File: config.mk
export PLATFORM = sky130hd
export DESIGN_NAME = gmii_frame_gen
export DESIGN_NICKNAME = d
export VERILOG_FILES = /design/src/hw/gmii_pkg.sv /design/src/hw/crc32_engine.sv /design/src/hw/frame_buffer.sv /design/src/hw/frame_tx_ctrl.sv /design/src/hw/gmii_frame_gen.sv /design/src/hw/gmii_tx_serializer.sv
export VERILOG_INCLUDE_DIRS = /design/src /design/src/hw
export SDC_FILE = /design/constraint.sdc
export NUM_CORES = 1
export LEC_CHECK = 0
export BUFFER_PORTS_ARGS = -buffer_cell sky130_fd_sc_hd__buf_2
export CORE_ASPECT_RATIO = 0.7
export CORE_MARGIN = 2
export CORE_UTILIZATION = 30
export DETAILED_ROUTE_END_ITERATION = 16
export SLEW_MARGIN = 20
export SYNTH_ARGS = -nofsm -noshare
export SYNTH_HDL_FRONTEND = slang
export SYNTH_HIERARCHICAL = 1
export SYNTH_SLANG_ARGS = --single-unit
File: constraint.sdc
create_clock -name gmii_tx_clk -period 6.3 [get_ports gmii_tx_clk]
set_input_delay 1.26 -clock gmii_tx_clk [delete_from_list [all_inputs] [get_ports gmii_tx_clk]]
set_output_delay 1.26 -clock gmii_tx_clk [all_outputs]
set_load 0.005 [all_outputs]
File: src/hw/gmii_params.svh
`ifndef GMII_PARAMS_SVH
`define GMII_PARAMS_SVH

// GMII framing bytes
`define GMII_PREAMBLE_BYTE 8'h55
`define GMII_SFD_BYTE      8'hD5

// Frame field lengths in byte times
`define GMII_PREAMBLE_LEN  7
`define GMII_FCS_LEN       4
`define GMII_IFG_LEN       12

// Host frame memory
`define FRAME_BUF_DEPTH    64

// Ethernet CRC-32, reflected form
`define CRC32_POLY         32'hEDB88320
`define CRC32_INIT         32'hFFFFFFFF

// Wishbone register map, above the buffer window at 0..63
// Frame length, 1 to 64
`define REG_LEN            7'd64
// Index of the data byte that carries tx_er
`define REG_ERR_POS        7'd65
// Bit 0 start, bit 1 error enable
`define REG_CTRL           7'd66
// Bit 0 busy, bits 7:1 frame counter
`define REG_STATUS         7'd67

`endif

File: src/hw/gmii_pkg.sv
package gmii_pkg;

  // GMII or Wishbone data byte
  typedef logic [7:0] byte_t;

  // CRC register and FCS
  typedef logic [31:0] crc_t;

  // Index into the frame buffer
  typedef logic [5:0] buf_addr_t;

  // Frame length, 1 to 64
  typedef logic [6:0] frame_len_t;

  // Wishbone byte address
  typedef logic [6:0] wb_addr_t;

  typedef enum logic [2:0] {
    PH_IDLE,
    PH_PREAMBLE,
    PH_SFD,
    PH_DATA,
    PH_FCS,
    PH_GAP
  } tx_phase_e;

endpackage

File: src/hw/crc32_engine.sv
`timescale 1ns/1ns
`include "gmii_params.svh"

module crc32_engine (
  input  logic            gmii_tx_clk,
  input  logic            rst_n,
  input  logic            init,
  input  logic            en,
  input  gmii_pkg::byte_t data,
  output gmii_pkg::crc_t  fcs
);
  import gmii_pkg::*;

  crc_t crc_q;

  // Eight steps of the reflected shift register, LSB of the byte first
  function automatic crc_t crc_step(input crc_t crc_in, input byte_t d);
    crc_t c;
    logic fb;
    c = crc_in;
    for (int i = 0; i < 8; i++)
    begin
      fb = c[0] ^ d[i];
      c  = c >> 1;
      if (fb)
        c = c ^ `CRC32_POLY;
    end
    return c;
  endfunction

  always_ff @(posedge gmii_tx_clk or negedge rst_n)
  begin
    if (!rst_n)
      crc_q <= `CRC32_INIT;
    else if (init)
      crc_q <= `CRC32_INIT;
    else if (en)
      crc_q <= crc_step(crc_q, data);
  end

  assign fcs = ~crc_q;

endmodule

File: src/hw/frame_buffer.sv
`timescale 1ns/1ns
`include "gmii_params.svh"

module frame_buffer (
  input  logic                gmii_tx_clk,
  input  logic                we,
  input  gmii_pkg::buf_addr_t addr,
  input  gmii_pkg::byte_t     wdata,
  output gmii_pkg::byte_t     rd_data
);
  import gmii_pkg::*;

  byte_t mem [0:`FRAME_BUF_DEPTH-1];

  // Host writes land here only while the generator is idle
  always_ff @(posedge gmii_tx_clk)
  begin
    if (we)
      mem[addr] <= wdata;
  end

  // Registered read, data follows the address by one cycle
  always_ff @(posedge gmii_tx_clk)
  begin
    rd_data <= mem[addr];
  end

endmodule

File: src/hw/frame_tx_ctrl.sv
`timescale 1ns/1ns
`include "gmii_params.svh"

module frame_tx_ctrl (
  input  logic                gmii_tx_clk,
  input  logic                rst_n,
  input  logic                wb_cyc,
  input  logic                wb_stb,
  input  logic                wb_we,
  input  gmii_pkg::wb_addr_t  wb_adr,
  input  gmii_pkg::byte_t     wb_dat_w,
  input  gmii_pkg::byte_t     rd_data,
  output gmii_pkg::byte_t     wb_dat_r,
  output logic                wb_ack,
  output logic                buf_we,
  output gmii_pkg::buf_addr_t buf_addr,
  output gmii_pkg::byte_t     buf_wdata,
  output gmii_pkg::tx_phase_e phase,
  output logic [1:0]          fcs_idx,
  output logic                tx_er_req,
  output logic                crc_init,
  output logic                crc_en
);
  import gmii_pkg::*;

  tx_phase_e  state;
  frame_len_t cnt;
  frame_len_t frame_len;
  buf_addr_t  err_pos;
  logic       err_en;
  logic       busy;
  logic [6:0] frame_cnt;
  logic       armed;
  logic       req;
  logic       host_buf;
  logic       reg_wr;
  logic       start;
  byte_t      reg_rdata;

  // One request per strobe; strobe must drop before the next one
  assign req      = wb_cyc & wb_stb & armed;
  assign host_buf = ~wb_adr[6];
  assign reg_wr   = req & wb_we & ~busy;
  assign start    = reg_wr & (wb_adr == `REG_CTRL) & wb_dat_w[0];

  assign buf_we    = reg_wr & host_buf;
  assign buf_wdata = wb_dat_w;
  // FSM owns the address while it streams the payload
  assign buf_addr  = (state == PH_DATA) ? cnt[5:0] : wb_adr[5:0];

  always_ff @(posedge gmii_tx_clk or negedge rst_n)
  begin
    if (!rst_n)
    begin
      armed  <= 1'b1;
      wb_ack <= 1'b0;
    end
    else
    begin
      wb_ack <= req;
      if (req)
        armed <= 1'b0;
      else if (!(wb_cyc && wb_stb))
        armed <= 1'b1;
    end
  end

  always_ff @(posedge gmii_tx_clk or negedge rst_n)
  begin
    if (!rst_n)
    begin
      frame_len <= 7'd64;
      err_pos   <= '0;
      err_en    <= 1'b0;
    end
    else if (reg_wr)
    begin
      if (wb_adr == `REG_LEN)
        frame_len <= wb_dat_w[6:0];
      if (wb_adr == `REG_ERR_POS)
        err_pos <= wb_dat_w[5:0];
      if (wb_adr == `REG_CTRL)
        err_en <= wb_dat_w[1];
    end
  end

  always_comb
  begin
    case (wb_adr)
      `REG_LEN:     reg_rdata = {1'b0, frame_len};
      `REG_ERR_POS: reg_rdata = {2'b00, err_pos};
      `REG_CTRL:    reg_rdata = {6'b0, err_en, 1'b0};
      `REG_STATUS:  reg_rdata = {frame_cnt, busy};
      default:      reg_rdata = '0;
    endcase
    wb_dat_r = host_buf ? rd_data : reg_rdata;
  end

  // Frame sequencer, one shared byte counter
  always_ff @(posedge gmii_tx_clk or negedge rst_n)
  begin
    if (!rst_n)
    begin
      state     <= PH_IDLE;
      cnt       <= '0;
      busy      <= 1'b0;
      frame_cnt <= '0;
    end
    else
    begin
      cnt <= cnt + 7'd1;
      case (state)
        PH_IDLE:
        begin
          cnt <= '0;
          if (start)
          begin
            state <= PH_PREAMBLE;
            busy  <= 1'b1;
          end
        end
        PH_PREAMBLE:
          if (cnt == 7'(`GMII_PREAMBLE_LEN - 1))
          begin
            state <= PH_SFD;
            cnt   <= '0;
          end
        PH_SFD:
        begin
          state <= PH_DATA;
          cnt   <= '0;
        end
        PH_DATA:
          if (cnt == frame_len - 7'd1)
          begin
            state <= PH_FCS;
            cnt   <= '0;
          end
        PH_FCS:
          if (cnt == 7'(`GMII_FCS_LEN - 1))
          begin
            state <= PH_GAP;
            cnt   <= '0;
          end
        PH_GAP:
          // Two extra cycles cover the delay stage and the output register
          if (cnt == 7'(`GMII_IFG_LEN + 1))
          begin
            state     <= PH_IDLE;
            busy      <= 1'b0;
            frame_cnt <= frame_cnt + 7'd1;
          end
        default:
          state <= PH_IDLE;
      endcase
    end
  end

  // Delay stage lines the phase up with buffer read data
  always_ff @(posedge gmii_tx_clk or negedge rst_n)
  begin
    if (!rst_n)
    begin
      phase     <= PH_IDLE;
      fcs_idx   <= '0;
      tx_er_req <= 1'b0;
      crc_init  <= 1'b0;
      crc_en    <= 1'b0;
    end
    else
    begin
      phase     <= state;
      fcs_idx   <= cnt[1:0];
      tx_er_req <= err_en && (state == PH_DATA) && (cnt[5:0] == err_pos);
      crc_init  <= (state == PH_SFD);
      crc_en    <= (state == PH_DATA);
    end
  end

endmodule

File: src/hw/gmii_frame_gen.sv
`timescale 1ns/1ns

module gmii_frame_gen (
  input  logic               gmii_tx_clk,
  input  logic               rst_n,
  input  logic               wb_cyc,
  input  logic               wb_stb,
  input  logic               wb_we,
  input  gmii_pkg::wb_addr_t wb_adr,
  input  gmii_pkg::byte_t    wb_dat_w,
  output gmii_pkg::byte_t    wb_dat_r,
  output logic               wb_ack,
  output gmii_pkg::byte_t    gmii_txd,
  output logic               gmii_tx_en,
  output logic               gmii_tx_er
);

  logic                buf_we;
  gmii_pkg::buf_addr_t buf_addr;
  gmii_pkg::byte_t     buf_wdata;
  gmii_pkg::byte_t     rd_data;
  gmii_pkg::tx_phase_e phase;
  logic [1:0]          fcs_idx;
  logic                tx_er_req;
  logic                crc_init;
  logic                crc_en;
  gmii_pkg::crc_t      fcs;

  frame_tx_ctrl i_frame_tx_ctrl (
    .gmii_tx_clk (gmii_tx_clk),
    .rst_n       (rst_n),
    .wb_cyc      (wb_cyc),
    .wb_stb      (wb_stb),
    .wb_we       (wb_we),
    .wb_adr      (wb_adr),
    .wb_dat_w    (wb_dat_w),
    .rd_data     (rd_data),
    .wb_dat_r    (wb_dat_r),
    .wb_ack      (wb_ack),
    .buf_we      (buf_we),
    .buf_addr    (buf_addr),
    .buf_wdata   (buf_wdata),
    .phase       (phase),
    .fcs_idx     (fcs_idx),
    .tx_er_req   (tx_er_req),
    .crc_init    (crc_init),
    .crc_en      (crc_en)
  );

  frame_buffer i_frame_buffer (
    .gmii_tx_clk (gmii_tx_clk),
    .we          (buf_we),
    .addr        (buf_addr),
    .wdata       (buf_wdata),
    .rd_data     (rd_data)
  );

  // CRC sees the same buffer bytes the serializer sends
  crc32_engine i_crc32_engine (
    .gmii_tx_clk (gmii_tx_clk),
    .rst_n       (rst_n),
    .init        (crc_init),
    .en          (crc_en),
    .data        (rd_data),
    .fcs         (fcs)
  );

  gmii_tx_serializer i_gmii_tx_serializer (
    .gmii_tx_clk (gmii_tx_clk),
    .rst_n       (rst_n),
    .phase       (phase),
    .fcs_idx     (fcs_idx),
    .tx_er_req   (tx_er_req),
    .rd_data     (rd_data),
    .fcs         (fcs),
    .gmii_txd    (gmii_txd),
    .gmii_tx_en  (gmii_tx_en),
    .gmii_tx_er  (gmii_tx_er)
  );

endmodule

File: src/hw/gmii_tx_serializer.sv
`timescale 1ns/1ns
`include "gmii_params.svh"

module gmii_tx_serializer (
  input  logic                gmii_tx_clk,
  input  logic                rst_n,
  input  gmii_pkg::tx_phase_e phase,
  input  logic [1:0]          fcs_idx,
  input  logic                tx_er_req,
  input  gmii_pkg::byte_t     rd_data,
  input  gmii_pkg::crc_t      fcs,
  output gmii_pkg::byte_t     gmii_txd,
  output logic                gmii_tx_en,
  output logic                gmii_tx_er
);
  import gmii_pkg::*;

  byte_t fcs_byte;

  // FCS goes out low byte first
  always_comb
  begin
    case (fcs_idx)
      2'd0:    fcs_byte = fcs[7:0];
      2'd1:    fcs_byte = fcs[15:8];
      2'd2:    fcs_byte = fcs[23:16];
      default: fcs_byte = fcs[31:24];
    endcase
  end

  always_ff @(posedge gmii_tx_clk or negedge rst_n)
  begin
    if (!rst_n)
    begin
      gmii_txd   <= '0;
      gmii_tx_en <= 1'b0;
      gmii_tx_er <= 1'b0;
    end
    else
    begin
      gmii_tx_en <= (phase == PH_PREAMBLE) || (phase == PH_SFD) ||
                    (phase == PH_DATA) || (phase == PH_FCS);
      // Error strobe only ever lands on a payload byte
      gmii_tx_er <= tx_er_req && (phase == PH_DATA);
      case (phase)
        PH_PREAMBLE: gmii_txd <= `GMII_PREAMBLE_BYTE;
        PH_SFD:      gmii_txd <= `GMII_SFD_BYTE;
        PH_DATA:     gmii_txd <= rd_data;
        PH_FCS:      gmii_txd <= fcs_byte;
        default:     gmii_txd <= '0;
      endcase
    end
  end

endmodule

Word-level counts from Yosys, hierarchy flattened
Memories as Yosys holds them, arrays and structs flattened. A register that Yosys moved wholly into a read port is not among the register bits.
Index checks and enable logic that the tools add are counted.

storage, ports and cells
  bits in registers = 84
  RAM bits = 512
  logic and storage cells = 138
  input bits = 20
  memories kept = 1
  output and inout bits = 19

memories
  name                depth  bits a word  read ports  clocked after memory_dff  write ports  RTL line            source
  i_frame_buffer.mem  64     8            1           1                         1            frame_buffer.sv:13  byte_t mem [0:`FRAME_BUF_DEPTH-1];

cells by class
  equal/unequal tests = 26
  reductions and logical operators = 18
  add/subtract/negate cells = 3
  multiplexer cells = 46
  bitwise operators = 26

operators by type and width
  operator                                                                  number
  32-bit 2-to-1 mux                                                         24
  13-bit NOT with 14-bit output                                             8
  8-bit one-hot mux with 4 select lines                                     2
  32-bit NOT                                                                1
  7-bit == test (second input constant)                                     4
  7-bit one-hot mux with 4 select lines                                     1
  8-bit one-hot mux with 3 select lines                                     1
  7-bit 2-to-1 mux                                                          3
  3-bit one-hot mux with 6 select lines                                     1
  3-bit 2-to-1 mux                                                          5
  7-bit by 1-bit adder with 7-bit output (second input constant)            2
  3-bit by 2-bit == test with 1-bit output (second input constant)          4
  2-bit by 1-bit inequality test with 1-bit output (second input constant)  5
  3-bit == test (second input constant)                                     3
  8-bit 2-to-1 mux                                                          1
  2-bit AND reduction                                                       4
  1-bit bitwise XOR                                                         8
  1-bit bitwise AND                                                         7
  7-bit by 2-bit == test with 1-bit output (second input constant)          1
  7-bit by 3-bit == test with 1-bit output (second input constant)          1
  7-bit by 4-bit == test with 1-bit output (second input constant)          1
  7-bit == test                                                             1
  7-bit by 1-bit subtractor with 7-bit output (second input constant)       1
  3-bit by 1-bit == test with 1-bit output (second input constant)          2
  16 further kinds                                                          28

Depth between registers and ports, before layout
  depth after elaboration = 32
  depth in mapped cells = 15
  depth with buffers taken out = 9

Cells and area by module
The synthesis kept the hierarchy.

modules (own cells, without submodules)
  module              cells each  instances  area an instance (um^2)  seq. area each (um^2)
  frame_buffer        1171        1          20449.6                  15534.9
  frame_tx_ctrl       248         1          2560.0                   1053.5
  crc32_engine        209         1          2182.1                   840.8
  gmii_tx_serializer  51          1          640.6                    250.2

Worst setup path after synthesis
OpenSTA, ideal clock, no wires.

  path type = input-to-reg
  start = input wb_adr[1]
  end = memory i_frame_buffer/mem[13][0] (netlist name) (enable)
  required time = 5.930 ns
  setup slack = 2.460 ns
  path buffers = 5
  setup time = 0.370 ns
  cell stages on the path = 9
  data arrival time = 3.470 ns
  path through = clkbuf_1 -> mux2_2 -> buf_6 -> buf_6 -> nor2b_1 -> clkbuf_1 -> clkbuf_1 -> nand3_1 -> nor2_1

between the ends
  word-level cells in the longest chain between the ends = 1

ends and longest elaborated chain
  what                   RTL line              source
  start, declared        gmii_frame_gen.sv:9   input gmii_pkg::wb_addr_t wb_adr,
  6-bit 2-to-1 mux       frame_tx_ctrl.sv:49   assign buf_addr = (state == PH_DATA) ? cnt[5:0] : wb_adr[5:0];
  named net buf_addr[1]  gmii_frame_gen.sv:19  gmii_pkg::buf_addr_t buf_addr;
  end, declared          frame_buffer.sv:13

The timed path passes the listed nets, and every way through them passes these cells.

Worst setup path in the final report
  start = register i_frame_tx_ctrl.state[2]
  end = memory i_frame_buffer/mem[37][4] (netlist name) (enable)

between the ends
  word-level cells in the longest chain between the ends = 2

ends and longest elaborated chain
  what                                      RTL line              source
  start, declared                           frame_tx_ctrl.sv:26   tx_phase_e state;
  start signal, assigned                    frame_tx_ctrl.sv:104  state <= PH_IDLE;
  start signal, assigned                    frame_tx_ctrl.sv:118  state <= PH_PREAMBLE;
  start signal, assigned                    frame_tx_ctrl.sv:125  state <= PH_SFD;
  3-bit by 2-bit == test with 1-bit output  frame_tx_ctrl.sv:49
  6-bit 2-to-1 mux                          frame_tx_ctrl.sv:49
  named net buf_addr[1]                     gmii_frame_gen.sv:19

The timed path passes the listed nets, and every way through them passes these cells.

==> results.sh <==
export IMPL_run_status="completed"
export IMPL_holdCritPathClass="reg2reg"
export IMPL_synth_top_family_by_area="compound AO/OA/AOI/OAI gates"
export IMPL_final_period_utilization_pct=77.2
export IMPL_total_power_mw=8.61
export IMPL_worstPathMaxFanout=46
export IMPL_critPathRequiredTime_ns=6.52
export IMPL_kind_of_critical_path="reg2reg"
export IMPL_dpl_hpwl_um=45400
export IMPL_synth_distinct_cells=86
export IMPL_via_count_of_the_first_global_routing_pass=14500
export IMPL_finalWeightedCongestion=0.874
export IMPL_postSynthNetCount=1704
export IMPL_worst_r2r_startpoint="i_frame_tx_ctrl/state[2]"
export IMPL_tritoncts_clock_tree="yes"
export IMPL_floorplan_die_area_um2=88500
export IMPL_numCtsBuffers=55
export IMPL_crit_path_end="i_frame_buffer/mem[37][4]"
export IMPL_routed_wirelength_um=71300
export IMPL_die_h_um=250
export IMPL_p_sw_mw=1.98
export IMPL_r2r_slack_ns=1.44
export IMPL_adder_cell_share_of_the_synthesized_area_pct=0.242
export IMPL_grt_antenna_before_repair=1
export IMPL_synthesis_area_per_instance_um2=15.4
export IMPL_worst_clock_skew_ns=0.0133
export IMPL_ctsResizeCount=0
export IMPL_routedWlPerCell_um=24.9
export IMPL_syn_inst=1679
export IMPL_ys_dominant_reg_cell="edfxtp_1"
export IMPL_combinational_share_of_power_pct=8.4
export IMPL_period_needed_ns=4.86
export IMPL_p_per_area_nw_per_um2=297
export IMPL_synth_simple_area_share_pct=6.86
export IMPL_grt_start_max_net_pins=112
export IMPL_ys_seq_area_share_pct=68.4
export IMPL_layout_drive_gt1_share_pct=16.5
export IMPL_vias=15500
export IMPL_power_frac_seq_pct=50.9
export IMPL_firstDrtPassIters=6
export IMPL_clock_sinks=604
export IMPL_yosys_warnings=6
export IMPL_synth_seq_cells=604
export IMPL_final_setup_worst_slack_ns=1.44
export IMPL_holdWs_ns=0.476
export IMPL_route_detailed_drc=0
export IMPL_setup_viol=0
export IMPL_startpoint="i_frame_tx_ctrl/state[2]"
export IMPL_fmax_mhz=206
export IMPL_element_type_at_the_critical_path_start="register"
export IMPL_fin_setup_tns_ns=0
export IMPL_grt_first_pass_wirelength_um=104000
export IMPL_number_of_buffers_added_on_ports=38
export IMPL_core_region_um2=84700
export IMPL_synth_top_area_share_pct=59.5
export IMPL_worst_r2r_cell_count=6
export IMPL_synthTopCellsByArea="edfxtp_1, dfrtp_1, mux4_2"
export IMPL_cts_clk_slew_worst_paths_ns=0.06
export IMPL_hold_path_depth=1
export IMPL_ctsRootBufferMaster="clkbuf_16"
export IMPL_pre_cts_ws_ns=1.43
export IMPL_detail_route_iter0_violations=2245
export IMPL_critical_path_endpoint_type="register"
export IMPL_drt_antenna_violating_nets=0
export IMPL_dieWidth_um=355
export IMPL_count_of_flip_flops_with_a_built_in_enable_after_synthesis=512
export IMPL_p_sw_share_pct=23.0
export IMPL_p_leak_nw=9.60
export IMPL_slew_violations=0
export IMPL_area_growth_pct=12.1
export IMPL_final_hold_viol_count=0
export IMPL_grt_remaining_overflow=0
export IMPL_synth_mux_area_fraction_pct=8.18
export IMPL_yosysTopAreaCell="edfxtp_1"
export IMPL_vias_per_cell=5.41
export IMPL_effective_utilization_at_floorplan_pct=30.5
export IMPL_synth_compound_gate_area_share_pct=9.37
export IMPL_io_pin_count=39
export IMPL_max_slew_worst_pin_slew_ns=1.13
export IMPL_maxCapViolCount=0
export IMPL_worst_skew_pair_late_latency_ns=0.59
export IMPL_power_ir_vdd_worst_mv=0.263
export IMPL_synthTopCellsByCount="edfxtp_1, nor2_1, mux2i_1, nand2_1, xnor2_1"
export IMPL_synth_async_reset_ratio_pct=13.9
export IMPL_slew_headroom_pct=24.6
export IMPL_crit_reg2reg_capture="i_frame_buffer/mem[37][4]"
export IMPL_postCtsSetupRepairBufs=0
export IMPL_synthXorXnorAreaFrac_pct=3.79
export IMPL_cts_htree_levels=2
export IMPL_rows=89
export IMPL_diodes=0
export IMPL_cts_hold_buffers_added=0
export IMPL_grt_usage_pct=15.7
export IMPL_cts_max_path_buffers=3
export IMPL_crit_arrival_ns=5.08
export IMPL_grt_setup_unrepaired="false"
export IMPL_syn_area_um2=25800
export IMPL_synth_most_common_cell="edfxtp_1"
export IMPL_pwr_share_clk_pct=40.7
export IMPL_internal_power_mw=6.63
export IMPL_design_final_nets=1709
## stage by stage
step           utilization [%]  cells  instance area [µm²]
5_1_grt                   34.2   2865                29000
2_1_floorplan                -   1679                25800
3_5_place_dp              31.9   2763                27100
6_report                  34.2   2865                29000
3_3_place_gp              31.9   2763                27100
4_1_cts                   34.1   2864                28900
## layout by cell type, fill, tap and decap left out, types with 16 or more instances in the layout
master     synthesis  layout
edfxtp_1         512     512
nor2_1           127     126
mux2i_1           63      63
nand2_1           63      63
xnor2_1           58      58
clkbuf_16          0      55
dfrtp_1           50      49
inv_1             48      48
a22oi_1           46      46
mux4_2            45      45
a21oi_1           42      42
dfstp_2           34      34
buf_2             32      32
a211o_1           31      31
buf_4             13      31
nand2b_1          30      30
o21ai_0           26      25
o22ai_1           22      22
a221oi_1          21      21
mux2_2            23      21
xor2_1            16      16
a31oi_1           16      16
a221o_1           16      16
a211oi_1          16      16
## cell families (layout without fill, tap and decap cells)
logic type | Yosys count | after routing
DFF | 604 | 604
buffers and inverters | 165 | 214
muxes | 143 | 143
and+or+nand+nor | 346 | 346
adders and majority gates | 5 | 5
AOI/OAI and AO/OA | 325 | 325
xor gates and xnor gates | 91 | 91
## worst min path at each step
stage                                  from                         endpoint  slack (ns)
3_5_place_dp      i_frame_tx_ctrl/tx_er_req  i_gmii_tx_serializer/gmii_tx_er        0.47
3_3_place_gp   i_frame_tx_ctrl/frame_cnt[6]     i_frame_tx_ctrl/frame_cnt[6]        0.46
6_report       i_frame_tx_ctrl/frame_cnt[6]     i_frame_tx_ctrl/frame_cnt[6]        0.48
2_1_floorplan      i_frame_tx_ctrl/state[2]         i_frame_tx_ctrl/phase[2]        0.35
5_1_grt        i_frame_tx_ctrl/frame_cnt[6]     i_frame_tx_ctrl/frame_cnt[6]        0.51
4_1_cts        i_frame_tx_ctrl/frame_cnt[6]     i_frame_tx_ctrl/frame_cnt[6]        0.48
## area by class of cell
class | count | area (µm²)
fillers | 8012 | 55800
flip-flops and latches | 604 | 17700
multi-input cells | 910 | 7390
well taps | 1137 | 1420
clock buffers | 59 | 1390
clock inverters | 42 | 472
repair buffers | 64 | 420
inverters | 49 | 184
## layer usage
| metal | global-route usage [%] | up-vias | share of wire [%] |
|---|---|---|---|
| li1 | - | 6528 | - |
| met1 | 25.1 | 7982 | 46 |
| met2 | 20.2 | 917 | 39 |
| met3 | 5.10 | 72 | 13 |
| met4 | 3.23 | 2 | 1.7 |
| met5 | 0 | - | 0.018 |
## power by group through the flow
stage | Combinational [mW] | Sequential (mW) | Clock, mW
4_1_cts | 0.711 | 4.38 | 3.55
3_5_place_dp | 0.709 | 4.47 | 0
3_3_place_gp | 0.704 | 4.47 | 0
2_1_floorplan | 0.497 | 4.44 | 0
5_1_grt | 0.765 | 4.38 | 3.69
6_report | 0.724 | 4.39 | 3.50
## worst max-delay path: stages, from the launching register on
cell     delay, ns
dfrtp_1       0.49
inv_1         0.20
and3_1        0.56
mux2_4        0.61
nor2b_2       0.92
nand3_1       0.79
nor2_1        0.88
## flip-flops by register name, summed over array words and instances, names as in the netlist, 2 cells and up
| name | flops |
|---|---|
| i_frame_tx_ctrl/state | 3 |
| i_frame_tx_ctrl/phase | 3 |
| i_frame_buffer/rd_data | 8 |
| i_gmii_tx_serializer/gmii_txd | 8 |
| i_frame_tx_ctrl/frame_len | 7 |
| i_frame_tx_ctrl/frame_cnt | 7 |
| i_frame_tx_ctrl/fcs_idx | 2 |
| i_frame_tx_ctrl/err_pos | 6 |
| i_crc32_engine/crc_q | 32 |
| i_frame_buffer/mem | 512 |
| i_frame_tx_ctrl/cnt | 7 |
Note: power is estimated with default switching activity, not from simulation.
